### src/logic/csr_pkg.sv
package csr_pkg;

    localparam int CSR_ADDR_W = 14;
    localparam int CSR_DATA_W = 32;
    localparam int HW_INT_W   = 8;
    localparam int SOFT_INT_W = 2;
    localparam int INT_W      = 13;
    localparam int ECODE_W    = 6;
    localparam int ESUBCODE_W = 9;
    localparam int PLV_W      = 2;
    localparam int DAT_W      = 2;
    localparam int SAVE_NUM   = 4;

    typedef enum logic [CSR_ADDR_W-1:0] {
        CSR_CRMD   = 14'h000,
        CSR_PRMD   = 14'h001,
        CSR_ECTL   = 14'h004,
        CSR_ESTAT  = 14'h005,
        CSR_ERA    = 14'h006,
        CSR_EENTRY = 14'h00c,
        CSR_SAVE0  = 14'h030,
        CSR_SAVE1  = 14'h031,
        CSR_SAVE2  = 14'h032,
        CSR_SAVE3  = 14'h033,
        CSR_TID    = 14'h040,
        CSR_TCFG   = 14'h041,
        CSR_TVAL   = 14'h042,
        CSR_TICLR  = 14'h044
    } csr_addr_e;

    // crmd
    localparam int CRMD_PLV_LSB  = 0;
    localparam int CRMD_IE_BIT   = 2;
    localparam int CRMD_DA_BIT   = 3;
    localparam int CRMD_PG_BIT   = 4;
    localparam int CRMD_DATF_LSB = 5;
    localparam int CRMD_DATM_LSB = 7;

    // prmd
    localparam int PRMD_PPLV_LSB = 0;
    localparam int PRMD_PIE_BIT  = 2;

    // estat
    localparam int ESTAT_IS_LSB       = 0;
    localparam int ESTAT_ECODE_LSB    = 16;
    localparam int ESTAT_ESUBCODE_LSB = 22;
    localparam int TI_BIT             = 11;

    // timer
    localparam int TCFG_EN_BIT       = 0;
    localparam int TCFG_PERIODIC_BIT = 1;
    localparam int TCFG_INITVAL_LSB  = 2;
    localparam int TICLR_CLR_BIT     = 0;

    localparam int EENTRY_ALIGN = 6;

    // direct address mode out of reset
    localparam logic [CSR_DATA_W-1:0] CRMD_RESET = CSR_DATA_W'(1 << CRMD_DA_BIT);

endpackage
### src/logic/csr_file_top.sv
module csr_file_top
    import csr_pkg::*;
(
    input  logic                  clk,
    input  logic                  rst,
    input  logic                  csr_we_i,
    input  logic [CSR_ADDR_W-1:0] csr_waddr_i,
    input  logic [CSR_DATA_W-1:0] csr_wdata_i,
    input  logic [CSR_ADDR_W-1:0] csr_raddr_i,
    input  logic                  excp_i,
    input  logic [ECODE_W-1:0]    ecode_i,
    input  logic [ESUBCODE_W-1:0] esubcode_i,
    input  logic [CSR_DATA_W-1:0] era_i,
    input  logic                  ertn_i,
    input  logic [HW_INT_W-1:0]   hw_int_i,
    output logic [CSR_DATA_W-1:0] csr_rdata_o,
    output logic                  has_int_o,
    output logic [PLV_W-1:0]      plv_o,
    output logic [CSR_DATA_W-1:0] eentry_o,
    output logic [CSR_DATA_W-1:0] era_o,
    output logic [CSR_DATA_W-1:0] tid_o
);

    logic [CSR_DATA_W-1:0]               crmd;
    logic [CSR_DATA_W-1:0]               prmd;
    logic [CSR_DATA_W-1:0]               ectl;
    logic [CSR_DATA_W-1:0]               estat;
    logic [SAVE_NUM-1:0][CSR_DATA_W-1:0] save;
    logic [CSR_DATA_W-1:0]               tcfg;
    logic [CSR_DATA_W-1:0]               tval;
    logic                                ti;
    logic                                crmd_we;
    logic                                prmd_we;
    logic                                ectl_we;
    logic                                estat_we;
    logic                                era_we;
    logic                                eentry_we;
    logic [SAVE_NUM-1:0]                 save_we;
    logic                                tid_we;
    logic                                tcfg_we;
    logic                                ticlr_we;
    logic [CSR_DATA_W-1:0]               wdata;
    logic                                excp_pulse;
    logic                                ertn_pulse;

    csr_access_ctrl ctrl0 (
        .clk(clk), .rst(rst),
        .csr_we_i(csr_we_i), .csr_waddr_i(csr_waddr_i), .csr_wdata_i(csr_wdata_i),
        .csr_raddr_i(csr_raddr_i), .excp_i(excp_i), .ertn_i(ertn_i),
        .crmd_i(crmd), .prmd_i(prmd), .ectl_i(ectl), .estat_i(estat),
        .era_i(era_o), .eentry_i(eentry_o), .save_i(save),
        .tid_i(tid_o), .tcfg_i(tcfg), .tval_i(tval),
        .crmd_we_o(crmd_we), .prmd_we_o(prmd_we), .ectl_we_o(ectl_we),
        .estat_we_o(estat_we), .era_we_o(era_we), .eentry_we_o(eentry_we),
        .save_we_o(save_we), .tid_we_o(tid_we), .tcfg_we_o(tcfg_we),
        .ticlr_we_o(ticlr_we), .wdata_o(wdata), .excp_o(excp_pulse),
        .ertn_o(ertn_pulse), .csr_rdata_o(csr_rdata_o)
    );

    csr_mode_regs mode0 (
        .clk(clk), .rst(rst),
        .crmd_we_i(crmd_we), .prmd_we_i(prmd_we), .ectl_we_i(ectl_we),
        .estat_we_i(estat_we), .wdata_i(wdata),
        .excp_i(excp_pulse), .ertn_i(ertn_pulse),
        .ecode_i(ecode_i), .esubcode_i(esubcode_i), .hw_int_i(hw_int_i), .ti_i(ti),
        .crmd_o(crmd), .prmd_o(prmd), .ectl_o(ectl), .estat_o(estat),
        .has_int_o(has_int_o), .plv_o(plv_o)
    );

    csr_trap_regs trap0 (
        .clk(clk), .rst(rst),
        .era_we_i(era_we), .eentry_we_i(eentry_we), .save_we_i(save_we),
        .wdata_i(wdata), .excp_i(excp_pulse), .exc_pc_i(era_i),
        .era_o(era_o), .eentry_o(eentry_o), .save_o(save)
    );

    csr_timer timer0 (
        .clk(clk), .rst(rst),
        .tid_we_i(tid_we), .tcfg_we_i(tcfg_we), .ticlr_we_i(ticlr_we), .wdata_i(wdata),
        .tid_o(tid_o), .tcfg_o(tcfg), .tval_o(tval), .ti_o(ti)
    );

endmodule

### src/logic/csr_timer.sv
module csr_timer
    import csr_pkg::*;
(
    input  logic                  clk,
    input  logic                  rst,
    input  logic                  tid_we_i,
    input  logic                  tcfg_we_i,
    input  logic                  ticlr_we_i,
    input  logic [CSR_DATA_W-1:0] wdata_i,
    output logic [CSR_DATA_W-1:0] tid_o,
    output logic [CSR_DATA_W-1:0] tcfg_o,
    output logic [CSR_DATA_W-1:0] tval_o,
    output logic                  ti_o
);

    logic [CSR_DATA_W-1:0] tid_q;
    logic [CSR_DATA_W-1:0] tcfg_q;
    logic [CSR_DATA_W-1:0] tval_q;
    logic                  timer_en;
    logic                  ti_q;
    logic                  expire;

    // initval sits at bit 2, so the field itself is already initval << 2
    assign expire = !tcfg_we_i && timer_en && (tval_q == '0);

    always_ff @(posedge clk) begin
        if (rst) begin
            tid_q    <= '0;
            tcfg_q   <= '0;
            tval_q   <= '0;
            timer_en <= 1'b0;
        end else begin
            if (tid_we_i) begin
                tid_q <= wdata_i;
            end
            if (tcfg_we_i) begin
                tcfg_q   <= wdata_i;
                timer_en <= wdata_i[TCFG_EN_BIT];
                tval_q   <= {wdata_i[CSR_DATA_W-1:TCFG_INITVAL_LSB], {TCFG_INITVAL_LSB{1'b0}}};
            end else if (expire) begin
                if (tcfg_q[TCFG_PERIODIC_BIT]) begin
                    tval_q <= {tcfg_q[CSR_DATA_W-1:TCFG_INITVAL_LSB], {TCFG_INITVAL_LSB{1'b0}}};
                end else begin
                    timer_en <= 1'b0;
                    tval_q   <= '1;
                end
            end else if (timer_en) begin
                tval_q <= tval_q - 1'b1;
            end
        end
    end

    // clear wins over a same-cycle expiry
    always_ff @(posedge clk) begin
        if (rst) begin
            ti_q <= 1'b0;
        end else if (ticlr_we_i && wdata_i[TICLR_CLR_BIT]) begin
            ti_q <= 1'b0;
        end else if (expire) begin
            ti_q <= 1'b1;
        end
    end

    assign tid_o  = tid_q;
    assign tcfg_o = tcfg_q;
    assign tval_o = tval_q;
    assign ti_o   = ti_q;

    a_tval_hold: assert property (@(posedge clk) disable iff (rst)
        (!timer_en && !tcfg_we_i) |=> $stable(tval_q));

endmodule

### src/logic/csr_trap_regs.sv
module csr_trap_regs
    import csr_pkg::*;
(
    input  logic                                clk,
    input  logic                                rst,
    input  logic                                era_we_i,
    input  logic                                eentry_we_i,
    input  logic [SAVE_NUM-1:0]                 save_we_i,
    input  logic [CSR_DATA_W-1:0]               wdata_i,
    input  logic                                excp_i,
    input  logic [CSR_DATA_W-1:0]               exc_pc_i,
    output logic [CSR_DATA_W-1:0]               era_o,
    output logic [CSR_DATA_W-1:0]               eentry_o,
    output logic [SAVE_NUM-1:0][CSR_DATA_W-1:0] save_o
);

    logic [CSR_DATA_W-1:0]              era_q;
    logic [CSR_DATA_W-1:EENTRY_ALIGN]   eentry_q;
    logic [SAVE_NUM-1:0][CSR_DATA_W-1:0] save_q;

    always_ff @(posedge clk) begin
        if (excp_i) begin
            era_q <= exc_pc_i;
        end else if (era_we_i) begin
            era_q <= wdata_i;
        end
    end

    // entry vector is 64-byte aligned
    always_ff @(posedge clk) begin
        if (rst) begin
            eentry_q <= '0;
        end else if (eentry_we_i) begin
            eentry_q <= wdata_i[CSR_DATA_W-1:EENTRY_ALIGN];
        end
    end

    always_ff @(posedge clk) begin
        for (int i = 0; i < SAVE_NUM; i++) begin
            if (save_we_i[i]) begin
                save_q[i] <= wdata_i;
            end
        end
    end

    assign era_o    = era_q;
    assign eentry_o = {eentry_q, {EENTRY_ALIGN{1'b0}}};
    assign save_o   = save_q;

endmodule

### src/logic/csr_mode_regs.sv
module csr_mode_regs
    import csr_pkg::*;
(
    input  logic                  clk,
    input  logic                  rst,
    input  logic                  crmd_we_i,
    input  logic                  prmd_we_i,
    input  logic                  ectl_we_i,
    input  logic                  estat_we_i,
    input  logic [CSR_DATA_W-1:0] wdata_i,
    input  logic                  excp_i,
    input  logic                  ertn_i,
    input  logic [ECODE_W-1:0]    ecode_i,
    input  logic [ESUBCODE_W-1:0] esubcode_i,
    input  logic [HW_INT_W-1:0]   hw_int_i,
    input  logic                  ti_i,
    output logic [CSR_DATA_W-1:0] crmd_o,
    output logic [CSR_DATA_W-1:0] prmd_o,
    output logic [CSR_DATA_W-1:0] ectl_o,
    output logic [CSR_DATA_W-1:0] estat_o,
    output logic                  has_int_o,
    output logic [PLV_W-1:0]      plv_o
);

    logic [CSR_DATA_W-1:0]   crmd_q;
    logic [PRMD_PIE_BIT:0]   prmd_q;
    logic [INT_W-1:0]        ectl_q;
    logic [SOFT_INT_W-1:0]   soft_is_q;
    logic [HW_INT_W-1:0]     hw_is_q;
    logic [ECODE_W-1:0]      ecode_q;
    logic [ESUBCODE_W-1:0]   esubcode_q;
    logic [INT_W-1:0]        is_vec;

    always_ff @(posedge clk) begin
        if (rst) begin
            crmd_q <= CRMD_RESET;
            prmd_q <= '0;
        end else if (excp_i) begin
            prmd_q[PRMD_PPLV_LSB +: PLV_W] <= crmd_q[CRMD_PLV_LSB +: PLV_W];
            prmd_q[PRMD_PIE_BIT]           <= crmd_q[CRMD_IE_BIT];
            crmd_q[CRMD_PLV_LSB +: PLV_W]  <= '0;
            crmd_q[CRMD_IE_BIT]            <= 1'b0;
        end else if (ertn_i) begin
            crmd_q[CRMD_PLV_LSB +: PLV_W] <= prmd_q[PRMD_PPLV_LSB +: PLV_W];
            crmd_q[CRMD_IE_BIT]           <= prmd_q[PRMD_PIE_BIT];
        end else begin
            if (crmd_we_i) begin
                crmd_q[CRMD_PLV_LSB +: PLV_W]  <= wdata_i[CRMD_PLV_LSB +: PLV_W];
                crmd_q[CRMD_IE_BIT]            <= wdata_i[CRMD_IE_BIT];
                crmd_q[CRMD_DA_BIT]            <= wdata_i[CRMD_DA_BIT];
                crmd_q[CRMD_PG_BIT]            <= wdata_i[CRMD_PG_BIT];
                crmd_q[CRMD_DATF_LSB +: DAT_W] <= wdata_i[CRMD_DATF_LSB +: DAT_W];
                crmd_q[CRMD_DATM_LSB +: DAT_W] <= wdata_i[CRMD_DATM_LSB +: DAT_W];
            end
            if (prmd_we_i) begin
                prmd_q <= wdata_i[PRMD_PIE_BIT:0];
            end
        end
    end

    always_ff @(posedge clk) begin
        if (rst) begin
            ectl_q <= '0;
        end else if (ectl_we_i) begin
            ectl_q <= wdata_i[INT_W-1:0];
        end
    end

    always_ff @(posedge clk) begin
        if (rst) begin
            soft_is_q  <= '0;
            hw_is_q    <= '0;
            ecode_q    <= '0;
            esubcode_q <= '0;
        end else begin
            hw_is_q <= hw_int_i;
            if (excp_i) begin
                ecode_q    <= ecode_i;
                esubcode_q <= esubcode_i;
            end else if (estat_we_i) begin
                soft_is_q <= wdata_i[SOFT_INT_W-1:0];
            end
        end
    end

    // bit 12 (ipi) stays zero
    always_comb begin
        is_vec = '0;
        is_vec[SOFT_INT_W-1:0] = soft_is_q;
        is_vec[SOFT_INT_W +: HW_INT_W] = hw_is_q;
        is_vec[TI_BIT] = ti_i;
    end

    always_comb begin
        estat_o = '0;
        estat_o[ESTAT_IS_LSB +: INT_W] = is_vec;
        estat_o[ESTAT_ECODE_LSB +: ECODE_W] = ecode_q;
        estat_o[ESTAT_ESUBCODE_LSB +: ESUBCODE_W] = esubcode_q;
    end

    assign crmd_o    = crmd_q;
    assign prmd_o    = CSR_DATA_W'(prmd_q);
    assign ectl_o    = CSR_DATA_W'(ectl_q);
    assign has_int_o = (|(ectl_q & is_vec)) && crmd_q[CRMD_IE_BIT];

    // forwarded so the fetch side sees the new level in the flush cycle
    assign plv_o = excp_i ? '0 :
                   ertn_i ? prmd_q[PRMD_PPLV_LSB +: PLV_W] : crmd_q[CRMD_PLV_LSB +: PLV_W];

    a_excp_plv0: assert property (@(posedge clk) disable iff (rst)
        excp_i |=> crmd_q[CRMD_PLV_LSB +: PLV_W] == '0);

endmodule

### src/logic/csr_access_ctrl.sv
module csr_access_ctrl
    import csr_pkg::*;
(
    input  logic                                clk,
    input  logic                                rst,
    input  logic                                csr_we_i,
    input  logic [CSR_ADDR_W-1:0]               csr_waddr_i,
    input  logic [CSR_DATA_W-1:0]               csr_wdata_i,
    input  logic [CSR_ADDR_W-1:0]               csr_raddr_i,
    input  logic                                excp_i,
    input  logic                                ertn_i,
    input  logic [CSR_DATA_W-1:0]               crmd_i,
    input  logic [CSR_DATA_W-1:0]               prmd_i,
    input  logic [CSR_DATA_W-1:0]               ectl_i,
    input  logic [CSR_DATA_W-1:0]               estat_i,
    input  logic [CSR_DATA_W-1:0]               era_i,
    input  logic [CSR_DATA_W-1:0]               eentry_i,
    input  logic [SAVE_NUM-1:0][CSR_DATA_W-1:0] save_i,
    input  logic [CSR_DATA_W-1:0]               tid_i,
    input  logic [CSR_DATA_W-1:0]               tcfg_i,
    input  logic [CSR_DATA_W-1:0]               tval_i,
    output logic                                crmd_we_o,
    output logic                                prmd_we_o,
    output logic                                ectl_we_o,
    output logic                                estat_we_o,
    output logic                                era_we_o,
    output logic                                eentry_we_o,
    output logic [SAVE_NUM-1:0]                 save_we_o,
    output logic                                tid_we_o,
    output logic                                tcfg_we_o,
    output logic                                ticlr_we_o,
    output logic [CSR_DATA_W-1:0]               wdata_o,
    output logic                                excp_o,
    output logic                                ertn_o,
    output logic [CSR_DATA_W-1:0]               csr_rdata_o
);

    logic wr_en;

    // a flush in the same cycle drops the csr write
    assign wr_en = csr_we_i && !excp_i && !ertn_i;

    assign wdata_o = csr_wdata_i;
    assign excp_o  = excp_i;
    assign ertn_o  = ertn_i;

    always_comb begin
        crmd_we_o   = 1'b0;
        prmd_we_o   = 1'b0;
        ectl_we_o   = 1'b0;
        estat_we_o  = 1'b0;
        era_we_o    = 1'b0;
        eentry_we_o = 1'b0;
        save_we_o   = '0;
        tid_we_o    = 1'b0;
        tcfg_we_o   = 1'b0;
        ticlr_we_o  = 1'b0;
        if (wr_en) begin
            case (csr_addr_e'(csr_waddr_i))
                CSR_CRMD:   crmd_we_o = 1'b1;
                CSR_PRMD:   prmd_we_o = 1'b1;
                CSR_ECTL:   ectl_we_o = 1'b1;
                CSR_ESTAT:  estat_we_o = 1'b1;
                CSR_ERA:    era_we_o = 1'b1;
                CSR_EENTRY: eentry_we_o = 1'b1;
                CSR_SAVE0:  save_we_o[0] = 1'b1;
                CSR_SAVE1:  save_we_o[1] = 1'b1;
                CSR_SAVE2:  save_we_o[2] = 1'b1;
                CSR_SAVE3:  save_we_o[3] = 1'b1;
                CSR_TID:    tid_we_o = 1'b1;
                CSR_TCFG:   tcfg_we_o = 1'b1;
                CSR_TICLR:  ticlr_we_o = 1'b1;
                default:    ;
            endcase
        end
    end

    always_comb begin
        case (csr_addr_e'(csr_raddr_i))
            CSR_CRMD:   csr_rdata_o = crmd_i;
            CSR_PRMD:   csr_rdata_o = prmd_i;
            CSR_ECTL:   csr_rdata_o = ectl_i;
            CSR_ESTAT:  csr_rdata_o = estat_i;
            CSR_ERA:    csr_rdata_o = era_i;
            CSR_EENTRY: csr_rdata_o = eentry_i;
            CSR_SAVE0:  csr_rdata_o = save_i[0];
            CSR_SAVE1:  csr_rdata_o = save_i[1];
            CSR_SAVE2:  csr_rdata_o = save_i[2];
            CSR_SAVE3:  csr_rdata_o = save_i[3];
            CSR_TID:    csr_rdata_o = tid_i;
            CSR_TCFG:   csr_rdata_o = tcfg_i;
            CSR_TVAL:   csr_rdata_o = tval_i;
            // ticlr is write-only
            default:    csr_rdata_o = '0;
        endcase
    end

    a_one_strobe: assert property (@(posedge clk) disable iff (rst)
        $onehot0({crmd_we_o, prmd_we_o, ectl_we_o, estat_we_o, era_we_o, eentry_we_o,
                  save_we_o, tid_we_o, tcfg_we_o, ticlr_we_o}));

    // the pipeline never raises both flushes at once
    a_flush_excl: assert property (@(posedge clk) disable iff (rst) !(excp_i && ertn_i));

endmodule

### config.mk
export PLATFORM = sky130hd
export DESIGN_NAME = csr_file_top
export DESIGN_NICKNAME = d
export VERILOG_FILES = /design/src/logic/csr_pkg.sv /design/src/logic/csr_file_top.sv /design/src/logic/csr_timer.sv /design/src/logic/csr_trap_regs.sv /design/src/logic/csr_mode_regs.sv /design/src/logic/csr_access_ctrl.sv
export SDC_FILE = /design/constraint.sdc
export NUM_CORES = 1
export LEC_CHECK = 0
export ABC_AREA = 1
export BUFFER_PORTS_ARGS = -buffer_cell sky130_fd_sc_hd__buf_4
export CAP_MARGIN = 20
export CORE_UTILIZATION = 40
export CTS_BUF_LIST = sky130_fd_sc_hd__clkbuf_4 sky130_fd_sc_hd__clkbuf_8
export CTS_CLUSTER_SIZE = 14
export DETAILED_ROUTE_END_ITERATION = 10
export MAX_ROUTING_LAYER = met4
export PLACE_DENSITY = 0.71
export SYNTH_ARGS = -nofsm -noshare
export SYNTH_HDL_FRONTEND = slang
export SYNTH_SLANG_ARGS = --single-unit
### constraint.sdc
create_clock -name clk -period 4.8 [get_ports clk]
set_clock_uncertainty 0.1 [all_clocks]
set_input_delay 0.24 -clock clk [delete_from_list [all_inputs] [get_ports clk]]
set_output_delay 0.24 -clock clk [all_outputs]
set_load 0.01 [all_outputs]
After elaboration in Yosys (flattened, before gate mapping)
Cells that the tools add are included.

storage, ports and cells
  input bits = 120
  word-level logic and storage cells = 116
  bits in latches = 0
  ROM bits = 0
  memory bits (writable) = 0
  bits in registers = 334
  output and inout bits = 131
  memories = 0

cells by class
  div/mod/pow operators = 0
  bitwise gates (word level) = 3
  mux-type cells = 40
  equality and inequality tests = 26
  reduce and logical (&&, ||, !) cells = 26
  shift operators = 0
  $add $sub $neg = 1
  order comparisons = 0
  $mul = 0

operator list
  kind                                                                  count
  32-bit one-hot mux with 13 select lines                               1
  32-bit 2-to-1 mux                                                     6
  14-bit by 6-bit == test with 1-bit output, second input constant      8
  14-bit by 3-bit == test with 1-bit output, second input constant      6
  14-bit by 7-bit == test with 1-bit output, second input constant      6
  32-bit zero test                                                      1
  32-bit by 1-bit subtractor with 32-bit output, second input constant  1
  14-bit by 1-bit == test with 1-bit output, second input constant      2
  14-bit by 4-bit == test with 1-bit output, second input constant      2
  14-bit zero test                                                      2
  1-bit 2-to-1 mux                                                      25
  3-bit 2-to-1 mux                                                      5
  13-bit by 12-bit bitwise AND with 13-bit output                       1
  13-bit OR reduction                                                   1
  2-bit nonzero test                                                    5
  1-bit logical AND                                                     6
  2-bit AND reduction                                                   3
  2-bit OR reduction                                                    3
  2-bit 2-to-1 mux                                                      2
  4-bit 2-to-1 mux                                                      1
  1-bit zero test                                                       3
  3-bit AND reduction                                                   1
  3-bit nonzero test                                                    1
  2-bit by 1-bit != test with 1-bit output, second input constant       1
  2 further kinds                                                       3

Longest topological paths before layout
  depth in word-level cells = 9
  mapped depth = 12
  mapped depth without buffers = 12

Modules after synthesis
A second synthesis with hierarchy kept.

second synthesis, totals
  cells, all modules = 2540
  area, all modules = 18601.6 sq um

by module, submodules not included
  module           area an instance (sq um)  cells an instance  times used  seq. area each (sq um)
  csr_trap_regs    6294.8                    411                1           5325.1
  csr_access_ctrl  4994.8                    1104               1           0.0
  csr_timer        4819.6                    694                1           1961.9
  csr_mode_regs    2492.4                    331                1           1001.0

Least setup slack after synthesis
OpenSTA, ideal clock, no wires.

  path kind = input-to-reg
  start point = input port csr_waddr_i[11]
  end point = register trap0.save_q (netlist bit trap0.save_o[0]), enable pin
  stages on the path = 5
  required time = 4199 ps
  arrival = 3866 ps
  path slack = 332 ps
  library setup time = 501 ps
  path buffers = 0
  path through = nor2_1 > nand3_1 > inv_1 > nand4_1 > nor4_1

on the way
  word-level cells in the longest chain between the ends = 3

RTL lines
  item                                       RTL line               text
  start: declaration                         csr_file_top.sv:7      input logic [CSR_ADDR_W-1:0] csr_waddr_i,
  14-bit by 6-bit == test with 1-bit output  csr_access_ctrl.sv:59  case (csr_addr_e'(csr_waddr_i))
  1-bit 2-to-1 mux                           csr_access_ctrl.sv:59
  4-bit 2-to-1 mux                           csr_access_ctrl.sv:58  if (wr_en) begin
  named net ctrl0.save_we_o[0]               csr_access_ctrl.sv:28  output logic [SAVE_NUM-1:0] save_we_o,
  end signal: indexed assignment             csr_trap_regs.sv:41    save_q[i] <= wdata_i;
  end: declaration                           csr_trap_regs.sv:19    logic [SAVE_NUM-1:0][CSR_DATA_W-1:0] save_q;

The timed path passes the listed nets, and every way through them passes these cells.
A chain may end at the register's enable or synchronous reset.

Worst setup path in the final report
  start point = register timer0.tcfg_q[1], in the netlist timer0.tcfg_o[1]
  end point = output port csr_rdata_o[1]

on the way
  word-level cells in the longest chain between the ends = 1

RTL lines
  item                                     RTL line               text
  start: declaration                       csr_timer.sv:17        logic [CSR_DATA_W-1:0] tcfg_q;
  start signal: assignment                 csr_timer.sv:37        tcfg_q <= wdata_i;
  32-bit one-hot mux with 13 select lines  csr_access_ctrl.sv:79  case (csr_addr_e'(csr_raddr_i))
  end: declaration                         csr_file_top.sv:16     output logic [CSR_DATA_W-1:0] csr_rdata_o,

Every way passes these cells.

==> impl_metrics.xml <==
<?xml version="1.0" encoding="UTF-8"?>
<metrics>
  <group name="run_status">
    <metric name="outcome" unit="">complete, no violations</metric>
  </group>
  <group name="timing">
    <metric name="period_needed" unit="ps">2935</metric>
    <metric name="timing.slew.headroom" unit="%">34.22</metric>
    <metric name="drv_slew" unit="">0</metric>
    <metric name="fmax" unit="GHz">0.3407</metric>
    <metric name="fin_tns_setup" unit="ps">0</metric>
    <metric name="rsz_0062_raised_after_global_routing" unit="">no</metric>
    <metric name="worst_slew_pin_slew" unit="ps">984.4</metric>
    <metric name="period_share" unit="%">61.15</metric>
    <metric name="timing_hold_violations_final" unit="">0</metric>
    <metric name="number_of_failing_setup_endpoints_in_the_final_timing_report" unit="">0</metric>
  </group>
  <group name="clocking">
    <metric name="cts_made_buffers" unit="">52</metric>
    <metric name="cts.hold.buffers_added" unit="">90</metric>
    <metric name="cts_sinks" unit="">334</metric>
    <metric name="cts_resized" unit="">0</metric>
    <metric name="cts_tree" unit="">done</metric>
    <metric name="clk_pin_slew" unit="ps">70</metric>
    <metric name="cts-root-to-sink-buffers" unit="">3</metric>
    <metric name="post_cts.repair.setup_buffers" unit="">0</metric>
    <metric name="ctsHtreeMaxLevel" unit="">2</metric>
    <metric name="clock-root-buffer" unit="">sky130_fd_sc_hd__clkbuf_8</metric>
    <metric name="clk_latency" unit="ps">610</metric>
  </group>
  <group name="placed_design">
    <metric name="detail_placement_hpwl" unit="µm">36410</metric>
    <metric name="io_buffers" unit="">244</metric>
    <metric name="place.gp.congestion" unit="">0.9692</metric>
  </group>
  <group name="route">
    <metric name="drc_viols" unit="">0</metric>
    <metric name="dr.pass1.iters" unit="">6</metric>
    <metric name="final_antenna_net_count" unit="">0</metric>
    <metric name="initialDrtViolationCount" unit="">1222</metric>
    <metric name="vias_per_cell" unit="">5.368</metric>
    <metric name="wl_per_cell" unit="µm">19.55</metric>
    <metric name="post_route_wl" unit="µm">54030</metric>
    <metric name="num_vias" unit="">14831</metric>
  </group>
  <group name="worst_setup_path">
    <metric name="critical_path.startpoint" unit="">timer0.tcfg_o[1]</metric>
    <metric name="end_point_of_the_critical_path" unit="">csr_rdata_o[1]</metric>
    <metric name="critical_path.reg2reg.endpoint" unit="">timer0.tval_o[29]</metric>
    <metric name="critPathMaxStageDelay" unit="ps">890</metric>
    <metric name="worst-r2r-setup-slack" unit="ps">2280</metric>
    <metric name="worstPathCellList" unit="">inv_1 &gt; nor2_1 &gt; a211oi_1 &gt; nand3_1 &gt; buf_4</metric>
    <metric name="critical_path_arrival" unit="ps">2600</metric>
    <metric name="timing.reg2reg.worst_path_depth" unit="">10</metric>
    <metric name="timing_worst_setup_path_type" unit="">flip-flop to primary output</metric>
    <metric name="path_max_fanout" unit="">21</metric>
    <metric name="timing.critical_path.required" unit="ps">4460</metric>
    <metric name="slowest_stage" unit="">sky130_fd_sc_hd__dfxtp_1</metric>
    <metric name="timing.critical_path.from_type" unit="">flip-flop</metric>
    <metric name="cp-end-kind" unit="">primary output</metric>
    <metric name="reg2reg_from" unit="">timer0.tval_o[0]</metric>
  </group>
  <group name="yosys">
    <metric name="ys_seq_area_share" unit="%">53.64</metric>
    <metric name="synth.lib_cells_used.distinct" unit="">50</metric>
    <metric name="most_common_cell_in_the_netlist" unit="">sky130_fd_sc_hd__nand2_1</metric>
    <metric name="synth_enable_flop_cells" unit="">160</metric>
    <metric name="postSynthCellCount" unit="">1891</metric>
    <metric name="mappedNetlistArea" unit="µm²">15450</metric>
    <metric name="syn-mean-instance-area" unit="µm²">8.170</metric>
    <metric name="yosysTopAreaCell" unit="">sky130_fd_sc_hd__edfxtp_1</metric>
    <metric name="synth_top_cells_by_count" unit="">sky130_fd_sc_hd__nand2_1, sky130_fd_sc_hd__o21ai_0, sky130_fd_sc_hd__inv_1, sky130_fd_sc_hd__nor2_1, sky130_fd_sc_hd__dfxtp_1</metric>
    <metric name="postSynth.asyncResetShare" unit="%">0</metric>
    <metric name="synth_top_area_share" unit="%">31.10</metric>
    <metric name="synth_top_flop_cell" unit="">sky130_fd_sc_hd__dfxtp_1</metric>
    <metric name="ys_warn_count" unit="">0</metric>
    <metric name="number_of_synthesized_register_bits" unit="">334</metric>
    <metric name="synth.top_cells.by_area" unit="">sky130_fd_sc_hd__edfxtp_1, sky130_fd_sc_hd__dfxtp_1, sky130_fd_sc_hd__nand2_1</metric>
  </group>
  <group name="floorplan">
    <metric name="floorplan.rows" unit="">71</metric>
    <metric name="design.die.area" unit="µm²">39410</metric>
    <metric name="dieWidth" unit="µm">198.5</metric>
    <metric name="ios" unit="">251</metric>
    <metric name="dieHeight" unit="µm">198.5</metric>
    <metric name="core_area" unit="µm²">37840</metric>
    <metric name="floorplan.initialDensity" unit="%">40.83</metric>
  </group>
  <group name="grt">
    <metric name="gr-usage-all-layers" unit="%">27.92</metric>
    <metric name="first_global_vias" unit="">14696</metric>
    <metric name="grt_pass1_wl" unit="µm">82050</metric>
    <metric name="grt_max_degree" unit="">65</metric>
    <metric name="globalRouteOverflowTotal" unit="">0</metric>
    <metric name="antenna_found_initial" unit="">2</metric>
  </group>
  <group name="hold_path">
    <metric name="class_of_the_tightest_hold_or_removal_check" unit="">input pin to flip-flop</metric>
    <metric name="hold_crit_depth" unit="">3</metric>
  </group>
  <group name="cells_and_area">
    <metric name="finish.utilization" unit="%">52.12</metric>
    <metric name="num-nets-final" unit="">2328</metric>
    <metric name="drive_above_1_share" unit="%">17.99</metric>
    <metric name="area_growth" unit="%">27.66</metric>
    <metric name="nFillCells" unit="">3506</metric>
  </group>
  <group name="job">
    <metric name="maxcap_viol_count" unit="">0</metric>
  </group>
  <group name="power_and_ir_drop">
    <metric name="powerDensity" unit="nW/µm²">307.8</metric>
    <metric name="power.ir.vdd_worst" unit="V">0.0001887</metric>
    <metric name="power.leakage" unit="µW">0.008086</metric>
  </group>
</metrics>
how the worst min path moves through the flow:
| stage | endpoint | start |
|---|---|---|
| 4_1_cts | mode0.prmd_q[1] | excp_i |
| 5_1_grt | mode0.prmd_q[1] | excp_i |
| 6_report | mode0.prmd_q[1] | excp_i |
| 2_1_floorplan | trap0.save_o[0] | csr_wdata_i[0] |
| 3_5_place_dp | mode0.ectl_q[10] | mode0.ectl_q[10] |
| 3_3_place_gp | mode0.ectl_q[10] | mode0.ectl_q[10] |
flip-flops by register name (all words and copies together), names as in the netlist:
register	count
mode0.ecode_q	6
mode0.esubcode_q	9
trap0.save_o	128
timer0.tid_o	32
mode0.crmd_o	9
timer0.tcfg_o	32
mode0.soft_is_q	2
mode0.ectl_q	13
timer0.ti_o	1
mode0.hw_is_q	8
timer0.tval_o	32
mode0.prmd_q	3
trap0.era_o	32
timer0.timer_en	1
trap0.eentry_q	26
routing by layer:
layer  track usage, %  vias to the layer above  wire length (µm)
li1                 -                     6950                 -
met1            34.47                     6976             22340
met2            45.16                      789             25330
met3            5.036                      116              4496
met4            11.42                        0              1867
met5                -                        -                 0
cell usage in the layout, fill, tap and decap left out, drive strengths merged, types with 18 or more instances in the layout:
cell and count:
dfxtp 174, dlygate4sd3 90, inv 208, nand3 82
nand2 463, o211ai 30, edfxtp 160, o21ai 225
clkbuf 83, nand4 18, a21oi 133, o22ai 43
buf 261, nor2 201
worst max-delay path, delay by kind of cell, from the launching register on:
| family | cells | cell delay [ps] |
|---|---|---|
| buf+inv | 2 | 570 |
| flops | 1 | 890 |
| compound gates | 1 | 80 |
| simple gates | 2 | 440 |
power breakdown:
group / switching [µW] / internal [µW] / total (µW)
Clock: 1160 / 1490 / 2650
Sequential: 27.1 / 3030 / 3050
Combinational: 199 / 168 / 367
cell type report:
| cell class | count | area (µm²) | area share [%] |
|---|---|---|---|
| clock inverter | 15 | 157.7 | 0.7993 |
| inverter | 210 | 792.0 | 4.015 |
| timing repair buffer | 351 | 2860 | 14.50 |
| sequential | 334 | 8288 | 42.02 |
| tap | 511 | 639.4 | 3.242 |
| antenna | 1 | 2.502 | 0.01269 |
| clock buffer | 83 | 1005 | 5.094 |
| multi-input combinational | 1258 | 5979 | 30.32 |
cell families (layout without fill, tap and decap cells):
group | after synthesis | after routing | share of synthesized area [%]
XOR/XNOR | 15 | 15 | 0.8504
flip-flops | 334 | 334 | 53.64
AO/OA/AOI/OAI | 454 | 454 | 16.21
adder cells (fa/ha/maj) | 1 | 1 | 0.08097
buffers and inverters | 304 | 659 | 8.123
AND/OR/NAND/NOR | 782 | 782 | 21.07
other | 1 | 7 | 0.02427
metrics by stage:
stage / power (µW) / area (µm²) / worst slack (ps) / std cells / hold slack (ps)
after floorplan: 3216 / 15470 / 332.4 / 1896 / 238.9
after global placement: 3406 / 17660 / 2041 / 2574 / 343.1
after detailed placement: 3413 / 17660 / 1921 / 2574 / 348.8
after CTS: 6074 / 19720 / 1898 / 2762 / 9.933
after global routing: 6237 / 19720 / 1741 / 2763 / 52.19
final: 6071 / 19720 / 1865 / 2763 / 49.71
Power figures use the tool's default switching activity.
